[src/ship_pkg.sv]
package ship_pkg;

  // screen coordinate, color and life count widths
  typedef logic [10:0] coord_t;
  typedef logic [11:0] rgb_t;
  typedef logic [1:0]  lives_t;

  // screen geometry
  localparam coord_t SCREEN_W = 11'd800;
  localparam coord_t SCREEN_H = 11'd600;

  // ship sits on a fixed row near the bottom
  localparam coord_t SHIP_W       = 11'd40;
  localparam coord_t SHIP_H       = 11'd20;
  localparam coord_t SHIP_Y       = SCREEN_H - 11'd60;
  localparam coord_t SHIP_X_RESET = 11'd380;
  localparam coord_t SHIP_X_MAX   = SCREEN_W - SHIP_W;
  localparam coord_t SHIP_STEP    = 11'd4;

  // player missile
  localparam coord_t MISSILE_W      = 11'd4;
  localparam coord_t MISSILE_H      = 11'd12;
  localparam coord_t MISSILE_OFFSET = 11'd18;
  localparam coord_t MISSILE_STEP   = 11'd8;

  // lives and the icons in the top left corner
  localparam lives_t LIVES_START    = 2'd3;
  localparam int     RESPAWN_FRAMES = 4;
  localparam coord_t LIFE_X         = 11'd20;
  localparam coord_t LIFE_Y         = 11'd20;
  localparam coord_t LIFE_SIZE      = 11'd16;
  localparam coord_t LIFE_GAP       = 11'd30;

  localparam int N_ENEMY = 5;

  localparam rgb_t SHIP_RGB    = 12'h0F0;
  localparam rgb_t MISSILE_RGB = 12'hFF0;
  localparam rgb_t LIFE_RGB    = 12'hF00;

  // point inside a box, right and bottom edges excluded
  function automatic logic in_box(coord_t px, coord_t py, coord_t bx, coord_t by,
                                  coord_t bw, coord_t bh);
    return (px >= bx) && (px < bx + bw) && (py >= by) && (py < by + bh);
  endfunction

endpackage
[src/draw_ship.sv]
`timescale 1ns/100ps

module draw_ship
  import ship_pkg::*;
(
  input  logic   pclk,
  input  logic   rst_n_i,

  input  logic   left_i,
  input  logic   right_i,
  input  logic   fire_i,

  // enemy missile points
  input  coord_t en_x1_i,
  input  coord_t en_y1_i,
  input  coord_t en_x2_i,
  input  coord_t en_y2_i,
  input  coord_t en_x3_i,
  input  coord_t en_y3_i,
  input  coord_t en_x4_i,
  input  coord_t en_y4_i,
  input  coord_t en_x5_i,
  input  coord_t en_y5_i,

  input  coord_t hcount_i,
  input  coord_t vcount_i,
  input  logic   hsync_i,
  input  logic   vsync_i,
  input  logic   hblnk_i,
  input  logic   vblnk_i,
  input  rgb_t   rgb_i,

  output coord_t hcount_o,
  output coord_t vcount_o,
  output logic   hsync_o,
  output logic   vsync_o,
  output logic   hblnk_o,
  output logic   vblnk_o,
  output rgb_t   rgb_o,

  output coord_t missile_x_o,
  output coord_t missile_y_o,
  output logic   missile_on_o,
  output logic   ship_down_o,
  output lives_t lives_o,
  output logic   game_over_o
);

  logic   frame_tick;
  logic   dead;
  coord_t ship_x;

  ship_move_ctl u_ship_move_ctl (
    .pclk         (pclk),
    .rst_n_i      (rst_n_i),
    .vblnk_i      (vblnk_i),
    .left_i       (left_i),
    .right_i      (right_i),
    .dead_i       (dead),
    .frame_tick_o (frame_tick),
    .ship_x_o     (ship_x)
  );

  // hit pulse goes straight out as ship_down_o
  hit_detect u_hit_detect (
    .pclk     (pclk),
    .rst_n_i  (rst_n_i),
    .ship_x_i (ship_x),
    .en_x1_i  (en_x1_i),
    .en_y1_i  (en_y1_i),
    .en_x2_i  (en_x2_i),
    .en_y2_i  (en_y2_i),
    .en_x3_i  (en_x3_i),
    .en_y3_i  (en_y3_i),
    .en_x4_i  (en_x4_i),
    .en_y4_i  (en_y4_i),
    .en_x5_i  (en_x5_i),
    .en_y5_i  (en_y5_i),
    .hit_o    (ship_down_o)
  );

  life_tracker u_life_tracker (
    .pclk         (pclk),
    .rst_n_i      (rst_n_i),
    .hit_i        (ship_down_o),
    .frame_tick_i (frame_tick),
    .dead_o       (dead),
    .lives_o      (lives_o),
    .game_over_o  (game_over_o)
  );

  missile_ctl u_missile_ctl (
    .pclk         (pclk),
    .rst_n_i      (rst_n_i),
    .fire_i       (fire_i),
    .frame_tick_i (frame_tick),
    .ship_x_i     (ship_x),
    .dead_i       (dead),
    .missile_x_o  (missile_x_o),
    .missile_y_o  (missile_y_o),
    .missile_on_o (missile_on_o)
  );

  sprite_overlay u_sprite_overlay (
    .pclk         (pclk),
    .rst_n_i      (rst_n_i),
    .hcount_i     (hcount_i),
    .vcount_i     (vcount_i),
    .hsync_i      (hsync_i),
    .vsync_i      (vsync_i),
    .hblnk_i      (hblnk_i),
    .vblnk_i      (vblnk_i),
    .rgb_i        (rgb_i),
    .ship_x_i     (ship_x),
    .dead_i       (dead),
    .missile_x_i  (missile_x_o),
    .missile_y_i  (missile_y_o),
    .missile_on_i (missile_on_o),
    .lives_i      (lives_o),
    .hcount_o     (hcount_o),
    .vcount_o     (vcount_o),
    .hsync_o      (hsync_o),
    .vsync_o      (vsync_o),
    .hblnk_o      (hblnk_o),
    .vblnk_o      (vblnk_o),
    .rgb_o        (rgb_o)
  );

endmodule

[src/sprite_overlay.sv]
`timescale 1ns/100ps

module sprite_overlay
  import ship_pkg::*;
(
  input  logic   pclk,
  input  logic   rst_n_i,

  input  coord_t hcount_i,
  input  coord_t vcount_i,
  input  logic   hsync_i,
  input  logic   vsync_i,
  input  logic   hblnk_i,
  input  logic   vblnk_i,
  input  rgb_t   rgb_i,

  input  coord_t ship_x_i,
  input  logic   dead_i,
  input  coord_t missile_x_i,
  input  coord_t missile_y_i,
  input  logic   missile_on_i,
  input  lives_t lives_i,

  output coord_t hcount_o,
  output coord_t vcount_o,
  output logic   hsync_o,
  output logic   vsync_o,
  output logic   hblnk_o,
  output logic   vblnk_o,
  output rgb_t   rgb_o
);

  logic on_missile;
  logic on_ship;
  logic on_life;
  rgb_t rgb_nxt;

  assign on_missile = missile_on_i &&
                      in_box(hcount_i, vcount_i, missile_x_i, missile_y_i,
                             MISSILE_W, MISSILE_H);

  assign on_ship = !dead_i &&
                   in_box(hcount_i, vcount_i, ship_x_i, SHIP_Y, SHIP_W, SHIP_H);

  // one icon per remaining life, left to right
  always_comb begin
    on_life = 1'b0;
    for (int n = 0; n < LIVES_START; n++) begin
      if (n < lives_i &&
          in_box(hcount_i, vcount_i, coord_t'(LIFE_X + n * LIFE_GAP), LIFE_Y,
                 LIFE_SIZE, LIFE_SIZE)) begin
        on_life = 1'b1;
      end
    end
  end

  // missile over ship over hearts over background
  always_comb begin
    if (hblnk_i || vblnk_i) begin
      rgb_nxt = '0;
    end else if (on_missile) begin
      rgb_nxt = MISSILE_RGB;
    end else if (on_ship) begin
      rgb_nxt = SHIP_RGB;
    end else if (on_life) begin
      rgb_nxt = LIFE_RGB;
    end else begin
      rgb_nxt = rgb_i;
    end
  end

  always_ff @(posedge pclk) begin
    if (!rst_n_i) begin
      hsync_o <= 1'b0;
      vsync_o <= 1'b0;
      hblnk_o <= 1'b0;
      vblnk_o <= 1'b0;
      rgb_o   <= '0;
    end else begin
      hsync_o <= hsync_i;
      vsync_o <= vsync_i;
      hblnk_o <= hblnk_i;
      vblnk_o <= vblnk_i;
      rgb_o   <= rgb_nxt;
    end
  end

  // counters just follow one cycle behind
  always_ff @(posedge pclk) begin
    hcount_o <= hcount_i;
    vcount_o <= vcount_i;
  end

endmodule

[src/missile_ctl.sv]
`timescale 1ns/100ps

module missile_ctl
  import ship_pkg::*;
(
  input  logic   pclk,
  input  logic   rst_n_i,
  input  logic   fire_i,
  input  logic   frame_tick_i,
  input  coord_t ship_x_i,
  input  logic   dead_i,
  output coord_t missile_x_o,
  output coord_t missile_y_o,
  output logic   missile_on_o
);

  logic launch;
  logic climb;
  logic at_top;

  assign launch = fire_i & ~missile_on_o & ~dead_i;
  assign climb  = missile_on_o & frame_tick_i;
  // next step would cross the top row
  assign at_top = (missile_y_o < MISSILE_STEP);

  always_ff @(posedge pclk) begin
    if (!rst_n_i) begin
      missile_on_o <= 1'b0;
    end else if (dead_i) begin
      missile_on_o <= 1'b0;
    end else if (launch) begin
      missile_on_o <= 1'b1;
    end else if (climb && at_top) begin
      missile_on_o <= 1'b0;
    end
  end

  // position only matters while the missile is on
  always_ff @(posedge pclk) begin
    if (launch) begin
      missile_x_o <= ship_x_i + MISSILE_OFFSET;
      missile_y_o <= SHIP_Y - MISSILE_H;
    end else if (climb && !at_top) begin
      missile_y_o <= missile_y_o - MISSILE_STEP;
    end
  end

  a_missile_above_ship: assert property (
    @(posedge pclk) disable iff (!rst_n_i) missile_on_o |-> (missile_y_o < SHIP_Y)
  ) else $error("missile on but not above the ship row");

endmodule

[src/life_tracker.sv]
`timescale 1ns/100ps

module life_tracker
  import ship_pkg::*;
(
  input  logic   pclk,
  input  logic   rst_n_i,
  input  logic   hit_i,
  input  logic   frame_tick_i,
  output logic   dead_o,
  output lives_t lives_o,
  output logic   game_over_o
);

  typedef enum logic [1:0] {
    ST_ALIVE,
    ST_DOWN,
    ST_OVER
  } life_state_t;

  life_state_t state;
  logic [2:0]  down_cnt;

  always_ff @(posedge pclk) begin
    if (!rst_n_i) begin
      state    <= ST_ALIVE;
      lives_o  <= LIVES_START;
      down_cnt <= '0;
    end else begin
      case (state)
        ST_ALIVE: begin
          if (hit_i) begin
            lives_o  <= lives_o - 2'd1;
            down_cnt <= '0;
            // last life gone
            state    <= (lives_o == 2'd1) ? ST_OVER : ST_DOWN;
          end
        end
        ST_DOWN: begin
          // hits are ignored while down
          if (frame_tick_i) begin
            down_cnt <= down_cnt + 3'd1;
            if (down_cnt == 3'(RESPAWN_FRAMES - 1)) begin
              state <= ST_ALIVE;
            end
          end
        end
        ST_OVER: begin
          // held until reset
          state <= ST_OVER;
        end
        default: begin
          state <= ST_ALIVE;
        end
      endcase
    end
  end

  assign dead_o      = (state != ST_ALIVE);
  assign game_over_o = (state == ST_OVER);

  // lives only count down from the start value, no wrap
  a_lives_no_rise: assert property (
    @(posedge pclk) disable iff (!rst_n_i) lives_o <= $past(lives_o)
  ) else $error("lives_o went up");

  a_over_dead: assert property (
    @(posedge pclk) disable iff (!rst_n_i) game_over_o |-> (dead_o && lives_o == '0)
  ) else $error("game over with ship alive or lives left");

endmodule

[src/hit_detect.sv]
`timescale 1ns/100ps

module hit_detect
  import ship_pkg::*;
(
  input  logic   pclk,
  input  logic   rst_n_i,
  input  coord_t ship_x_i,
  input  coord_t en_x1_i,
  input  coord_t en_y1_i,
  input  coord_t en_x2_i,
  input  coord_t en_y2_i,
  input  coord_t en_x3_i,
  input  coord_t en_y3_i,
  input  coord_t en_x4_i,
  input  coord_t en_y4_i,
  input  coord_t en_x5_i,
  input  coord_t en_y5_i,
  output logic   hit_o
);

  coord_t en_x [N_ENEMY];
  coord_t en_y [N_ENEMY];
  logic   overlap;

  assign en_x = '{en_x1_i, en_x2_i, en_x3_i, en_x4_i, en_x5_i};
  assign en_y = '{en_y1_i, en_y2_i, en_y3_i, en_y4_i, en_y5_i};

  // any enemy missile point inside the ship box
  always_comb begin
    overlap = 1'b0;
    for (int i = 0; i < N_ENEMY; i++) begin
      if (in_box(en_x[i], en_y[i], ship_x_i, SHIP_Y, SHIP_W, SHIP_H)) begin
        overlap = 1'b1;
      end
    end
  end

  always_ff @(posedge pclk) begin
    if (!rst_n_i) begin
      hit_o <= 1'b0;
    end else begin
      hit_o <= overlap;
    end
  end

endmodule

[src/ship_move_ctl.sv]
`timescale 1ns/100ps

module ship_move_ctl
  import ship_pkg::*;
(
  input  logic   pclk,
  input  logic   rst_n_i,
  input  logic   vblnk_i,
  input  logic   left_i,
  input  logic   right_i,
  input  logic   dead_i,
  output logic   frame_tick_o,
  output coord_t ship_x_o
);

  logic   vblnk_prev;
  logic   move_left;
  logic   move_right;
  coord_t x_left;
  coord_t x_right;

  // one pulse per frame on the rising edge of vblank
  always_ff @(posedge pclk) begin
    if (!rst_n_i) begin
      vblnk_prev   <= 1'b0;
      frame_tick_o <= 1'b0;
    end else begin
      vblnk_prev   <= vblnk_i;
      frame_tick_o <= vblnk_i & ~vblnk_prev;
    end
  end

  assign move_left  = left_i & ~right_i;
  assign move_right = right_i & ~left_i;

  // clamped next positions
  assign x_left  = (ship_x_o < SHIP_STEP) ? '0 : ship_x_o - SHIP_STEP;
  assign x_right = (ship_x_o > SHIP_X_MAX - SHIP_STEP) ? SHIP_X_MAX : ship_x_o + SHIP_STEP;

  always_ff @(posedge pclk) begin
    if (!rst_n_i) begin
      ship_x_o <= SHIP_X_RESET;
    end else if (frame_tick_o && !dead_i) begin
      if (move_left) begin
        ship_x_o <= x_left;
      end else if (move_right) begin
        ship_x_o <= x_right;
      end
    end
  end

  a_ship_x_range: assert property (
    @(posedge pclk) disable iff (!rst_n_i) ship_x_o <= SHIP_X_MAX
  ) else $error("ship_x_o beyond right edge");

endmodule

[config.mk]
export PLATFORM = sky130hd
export DESIGN_NAME = draw_ship
export DESIGN_NICKNAME = d
export VERILOG_FILES = /design/src/ship_pkg.sv /design/src/draw_ship.sv /design/src/sprite_overlay.sv /design/src/missile_ctl.sv /design/src/life_tracker.sv /design/src/hit_detect.sv /design/src/ship_move_ctl.sv
export SDC_FILE = /design/constraint.sdc
export NUM_CORES = 1
export LEC_CHECK = 0
export BUFFER_PORTS_ARGS = -buffer_cell sky130_fd_sc_hd__buf_2
export CORE_MARGIN = 3
export CORE_UTILIZATION = 54
export CTS_CLUSTER_SIZE = 8
export DETAILED_ROUTE_END_ITERATION = 8
export PLACE_DENSITY = 0.83
export RECOVER_POWER = 100
export SLEW_MARGIN = 20
export SYNTH_ARGS = -nofsm -noshare
export SYNTH_HDL_FRONTEND = slang
export SYNTH_HIERARCHICAL = 1
export SYNTH_SLANG_ARGS = --single-unit
[constraint.sdc]
create_clock -name pclk -period 3.37 [get_ports pclk]
set_input_delay 0.5055 -clock pclk [delete_from_list [all_inputs] [get_ports pclk]]
set_output_delay 0.5055 -clock pclk [all_outputs]
set_load 0.02 [all_outputs]
==> impl_metrics.json, run 1 <==
{
  "ys_async_sr_fraction": 0,
  "yosysUniqueCellTypes": 98,
  "fin_crit_ps": 3100,
  "drive_above_1_share": 0.172,
  "coreArea_sq_um": 13400,
  "fin_crit_sh": 0.919,
  "fin_ws_ps": 275,
  "regToRegSetupSlack_ps": 270,
  "yosysSeqAreaShare": 0.220,
  "hold_viol": 0,
  "fin_util": 0.665,
  "vias": 7408,
  "pwr_density_cell_nw_per_um2": 310,
  "hp-class": "in2reg",
  "start_util": 0.560,
  "final_area_sq_um": 8910,
  "ys_ff_latch": 77,
  "nets": 1373,
  "hpwl_mm": 17.0,
  "slowest_delay_ps": 440,
  "final_common_cell": "ha_1",
  "crit_buf_inv": 2,
  "wl_mm": 21.1,
  "antenna_cells": 0,
  "fillers": 1126,
  "grt_max_degree": 22,
  "cp_data_required_time_ps": 3590,
  "worstSetupStartpointType": "register",
  "rows": 42,
  "grt_setup_unrepaired": "false",
  "io_buffers": 204,
  "setup_violations": 0,
  "relSlewSlack": 0.302,
  "synth-edff-count": 11,
  "antenna_left": 0,
  "clk_latency_ps": 330,
  "area_growth_syn_to_layout_pct": 18.8,
  "cts.repair.resized": 0,
  "final-seq-area_sq_um": 1650,
  "path_delay_family": "simple AND/OR/NAND/NOR gates",
  "critPathKind": "reg2reg",
  "first_pass_iters": 5,
  "die-width_microns": 124,
  "die_area_sq_um": 15300,
  "critPathSlowestCell": "edfxtp_1",
  "ios": 218,
  "ys.flop_type": "dfxtp_1",
  "wl_per_cell_microns": 17.0,
  "gp_congestion": 0.951,
  "crit_top_cell": "nand4_1",
  "worst_slew_pin_slew_ps": 1050,
  "skew_ps": 7.54,
  "fin_tns_setup_ps": 0,
  "htreeDepth": 3,
  "cp.arrival_ps": 3310,
  "cts_tree": "done",
  "antenna_found_initial": 1,
  "report.final.slew_viol_count": 0,
  "drc": 0,
  "drv_cap": 0,
  "avgViaCountPerCell": 5.95,
  "multi_input_area_sq_um": 5470,
  "netlist_area_sq_um": 7500,
  "cts.sinks": 77,
  "grt_usage": 0.271,
  "grt_pass1_vias": 7037,
  "drtIter0Drc": 552,
  "final_cell_mix": "ha_1 (157), buf_2 (121), clkbuf_1 (86)",
  "outcome": "finished, final reports clean",
  "cts_buffer_depth": 2,
  "syn_inst": 844,
  "crit_path_cell_trace": "inv_1, nor4_1, buf_4, nand4_1, xnor2_1, ha_1, a221oi_1, nand4_1, a2111oi_4, and4_1, nor3b_1",
  "ys_warn_count": 6,
  "grt_pass1_wl_mm": 33.6,
  "placed_area_sq_um": 8760,
  "fmaxAchievable_mhz": 323,
  "worstSetupEndpointType": "register",
  "clk_pin_slew_ps": 70,
  "peakVddDrop_uv": 246,
  "clock-root-buffer": "clkbuf_16",
  "post_cts_buffers": 0,
  "syn_avg_cell_area_sq_um": 8.88,
  "place_ws_ps": 408,
  "hold_buffers": 0,
  "numCtsBuffers": 9,
  "p_leak_nw": 4.05,
  "path_max_fanout": 5,
  "grt.overflow.total": 0,
  "dieHeight_microns": 124
}
registers in the layout, indices dropped and copies added (netlist names), 2 cells and up:
signal / cells
u_sprite_overlay/rgb_o: 12
u_sprite_overlay/hcount_o: 11
u_missile_ctl/missile_x_o: 11
u_life_tracker/state: 2
u_life_tracker/down_cnt: 3
u_missile_ctl/missile_y_o: 8
u_ship_move_ctl/ship_x_o: 9
u_life_tracker/lives_o: 2
u_sprite_overlay/vcount_o: 11
metal layers:
metal  GRT usage  vias up  part of all wire
li1            -     3624                 -
met1       0.348     3444              0.42
met2       0.467      295              0.49
met3      0.0400       43             0.067
met4      0.0844        2             0.021
met5           0        -           0.00038
worst paths after layout:
check / start / end / cells after the start
max: u_missile_ctl/missile_x_o[4]$_DFFE_PP_ / u_sprite_overlay/rgb_o[0]$_SDFF_PP0_ / 11
min: hcount_i[0] / u_sprite_overlay/hcount_o[0]$_DFF_P_ / 1
max reg2reg: u_missile_ctl/missile_x_o[4]$_DFFE_PP_ / u_sprite_overlay/rgb_o[0]$_SDFF_PP0_ / 11
min reg2reg: u_ship_move_ctl/vblnk_prev$_SDFF_PN0_ / u_ship_move_ctl/frame_tick_o$_SDFF_PN0_ / 1
logic make-up (layout without fill, tap and decap cells):
kind of cell / count (synthesis) / count (layout) / synth area share
AOI/OAI and AO/OA: 226 / 226 / 0.207
xor gates and xnor gates: 40 / 40 / 0.0492
DFF: 77 / 77 / 0.220
other: 2 / 5 / 0.00100
adders and majority gates: 161 / 161 / 0.268
muxes: 3 / 3 / 0.00467
and+or+nand+nor: 251 / 251 / 0.201
buffers and inverters: 84 / 305 / 0.0501
power breakdown:
| part | switching (mW) | internal (mW) | total (mW) | leakage, nW |
|---|---|---|---|---|
| Sequential | 0.0316 | 0.976 | 1.01 | 0.648 |
| Clock | 0.396 | 0.507 | 0.904 | 0.137 |
| Combinational | 0.500 | 0.354 | 0.854 | 3.27 |
cell usage after synthesis, types with 19 or more instances:
| cell | instances | share of area |
|---|---|---|
| ha_1 | 157 | 0.26 |
| inv_1 | 68 | 0.034 |
| dfxtp_1 | 66 | 0.18 |
| a21oi_1 | 53 | 0.035 |
| o21ai_0 | 46 | 0.031 |
| nor2_1 | 41 | 0.021 |
| nand2_1 | 35 | 0.018 |
| xnor2_1 | 30 | 0.035 |
| nand4_1 | 27 | 0.023 |
| nand3_1 | 26 | 0.017 |
| a21o_1 | 19 | 0.019 |
stage by stage:
step	total power, mW	cells	hold WS [ps]
3_3_place_gp	1.84	1228	374
5_1_grt	2.92	1244	282
2_1_floorplan	1.57	847	367
4_1_cts	2.78	1244	276
3_5_place_dp	1.87	1228	374
6_report	2.76	1244	286
worst reg2reg max path: cells and delay by family (launching register included):
family | cells | cell delay, ps
fa+ha+maj | 1 | 310
buf+inv | 2 | 290
compound gates | 2 | 730
xor+xnor | 1 | 150
flops | 1 | 440
simple gates | 5 | 1080
cell type report:
cell class / instances / area share
Inverter: 71 / 0.0315
Clock inverter: 7 / 0.00632
Clock buffer: 9 / 0.0253
Timing Repair Buffer: 218 / 0.113
Sequential cell: 77 / 0.185
Multi-Input combinational cell: 686 / 0.613
Tap cell: 176 / 0.0247
Power figures use the tool's default switching activity.
==> inputs of run 2 (changes only) <==
==> constraint.sdc (replaced) <==
create_clock -name pclk -period 3.37 [get_ports pclk]
set_input_delay 0.1685 -clock pclk [delete_from_list [all_inputs] [get_ports pclk]]
set_output_delay 0.1685 -clock pclk [all_outputs]
set_load 0.02 [all_outputs]
==> impl_metrics.json, run 2 (synthesis gave the netlist of run 1 again) <==
{
  "outcome": "finished, final reports clean",
  "cp_data_required_time_ps": 3650,
  "worst_slew_pin_slew_ps": 1170,
  "fin_crit_sh": 0.917,
  "grt_setup_unrepaired": "false",
  "clk_pin_slew_ps": 60,
  "p_sw_mw": 0.927,
  "start_util": 0.560,
  "wl_per_cell_microns": 17.0,
  "io_buffers": 204,
  "report.final.slew_viol_count": 0,
  "clock-root-buffer": "clkbuf_16",
  "wl_mm": 21.2,
  "drtIter0Drc": 626,
  "cts.sinks": 77,
  "critPathSlowestCell": "xnor2_1",
  "cp.arrival_ps": 3370,
  "fin_tns_setup_ps": 0,
  "nets": 1374,
  "p_total_mw": 2.84,
  "hp-class": "in2reg",
  "setup_violations": 0,
  "drive_above_1_share": 0.167,
  "dp_cells": 1226,
  "rows": 42,
  "fin_cells": 1245,
  "path_delay_family": "adder cells",
  "numCtsBuffers": 9,
  "antenna_cells": 0,
  "path_max_fanout": 7,
  "final_cell_mix": "ha_1 (157), buf_2 (121), clkbuf_1 (86)",
  "clkPwrFrac": 0.345,
  "die-width_microns": 124,
  "final_area_sq_um": 8930,
  "hold_viol": 0,
  "grt_max_degree": 27,
  "seq_power_share": 0.355,
  "intPower_mw": 1.91,
  "peakVddDrop_uv": 262,
  "p_comb_frac": 0.300,
  "skew_ps": 8.98,
  "fin_crit_ps": 3090,
  "worstSetupStartpointType": "register",
  "r2r_cells": 11,
  "coreArea_sq_um": 13400,
  "drv_cap": 0,
  "die_area_sq_um": 15300,
  "fin_util": 0.666,
  "whs_path_depth": 2,
  "fmaxAchievable_mhz": 323,
  "worstSetupEndpointType": "register",
  "slowest_delay_ps": 470,
  "htreeDepth": 3,
  "avgViaCountPerCell": 6.01,
  "p_leak_nw": 4.06,
  "regMostFlops": "u_sprite_overlay/rgb_o",
  "cts_buffer_depth": 2,
  "clk_latency_ps": 330,
  "dieHeight_microns": 124,
  "pwr_density_cell_nw_per_um2": 318,
  "relSlewSlack": 0.220,
  "grt.overflow.total": 0,
  "critPathKind": "reg2reg",
  "post_cts_buffers": 0,
  "grt_usage": 0.262,
  "final_common_cell": "ha_1",
  "crit_path_cell_trace": "buf_4, a21oi_2, xnor2_1, ha_1, a21oi_1, o21ai_1, a221o_1, maj3_1, maj3_2, a21oi_1, a211o_1",
  "first_pass_iters": 5,
  "cp.depth": 11,
  "gp_congestion": 0.937,
  "switching_share": 0.327,
  "largest_reg_flops": 12,
  "fillers": 1129,
  "area_growth_syn_to_layout_pct": 19.1,
  "ios": 218,
  "antenna_found_initial": 1,
  "hpwl_mm": 16.8,
  "cts_tree": "done",
  "placed_area_sq_um": 8750,
  "vias": 7487,
  "drc": 0,
  "grt_pass1_vias": 6688,
  "crit_top_cell": "a21oi_1",
  "grt_pass1_wl_mm": 32.5,
  "antenna_left": 0,
  "crit_buf_inv": 1
}
## run 2: worst reg2reg max path, cell delays in order (launching register included)
cell and delay [ps]:
dfxtp_1 360, buf_4 190, a21oi_2 90, xnor2_1 470, ha_1 370, a21oi_1 160
o21ai_1 90, a221o_1 350, maj3_1 360, maj3_2 320, a21oi_1 160, a211o_1 120
## run 2: final cells by class
class,count,area (sq um),area share
timing repair buffer,219,1030,0.115
tap,176,220,0.0247
sequential,77,1650,0.185
inverter,71,280,0.0314
clock buffer,10,229,0.0256
clock inverter,6,70.1,0.00785
multi-input combinational,686,5450,0.610
## run 2: metrics by stage
stage	worst slack, ps	hold slack (ps)
after global placement	377	285
after CTS	281	13.0
after global routing	94.9	40.9
after detailed placement	295	287
final	278	35.7
after floorplan	327	196
## run 2: per-layer routing
metal	GRT usage	share of wire	vias to the layer above
li1	-	-	3629
met2	0.460	0.48	343
met1	0.336	0.42	3468
met4	0.0609	0.022	2
met5	0	0.00061	-
met3	0.0422	0.078	45
## run 2: power groups by stage
| stage | combinational, mW | clock [mW] | sequential, mW |
|---|---|---|---|
| after floorplan | 0.495 | 0 | 1.07 |
| after global placement | 0.812 | 0 | 1.02 |
| after detailed placement | 0.837 | 0 | 1.03 |
| after CTS | 0.849 | 0.987 | 1.01 |
| after global routing | 0.943 | 1.03 | 1.01 |
| final | 0.852 | 0.979 | 1.01 |
## run 2: final timing paths
check             slack, ps                                startpoint                                 endpoint
hold / removal           40                                   vsync_i      u_sprite_overlay/vsync_o$_SDFF_PN0_
hold reg to reg         390     u_ship_move_ctl/vblnk_prev$_SDFF_PN0_  u_ship_move_ctl/frame_tick_o$_SDFF_PN0_
setup / recovery        280  u_ship_move_ctl/ship_x_o[3]$_SDFFE_PN1P_            u_hit_detect/hit_o$_SDFF_PN0_
setup reg to reg        280  u_ship_move_ctl/ship_x_o[3]$_SDFFE_PN1P_            u_hit_detect/hit_o$_SDFF_PN0_
## run 2: what timing repair did
item                                    in CTS  in global routing
endpoints found under the setup margin       0                  1
hold buffers                                 3                  0
resized for setup                            0                  1
hold endpoints to repair                     3                  0
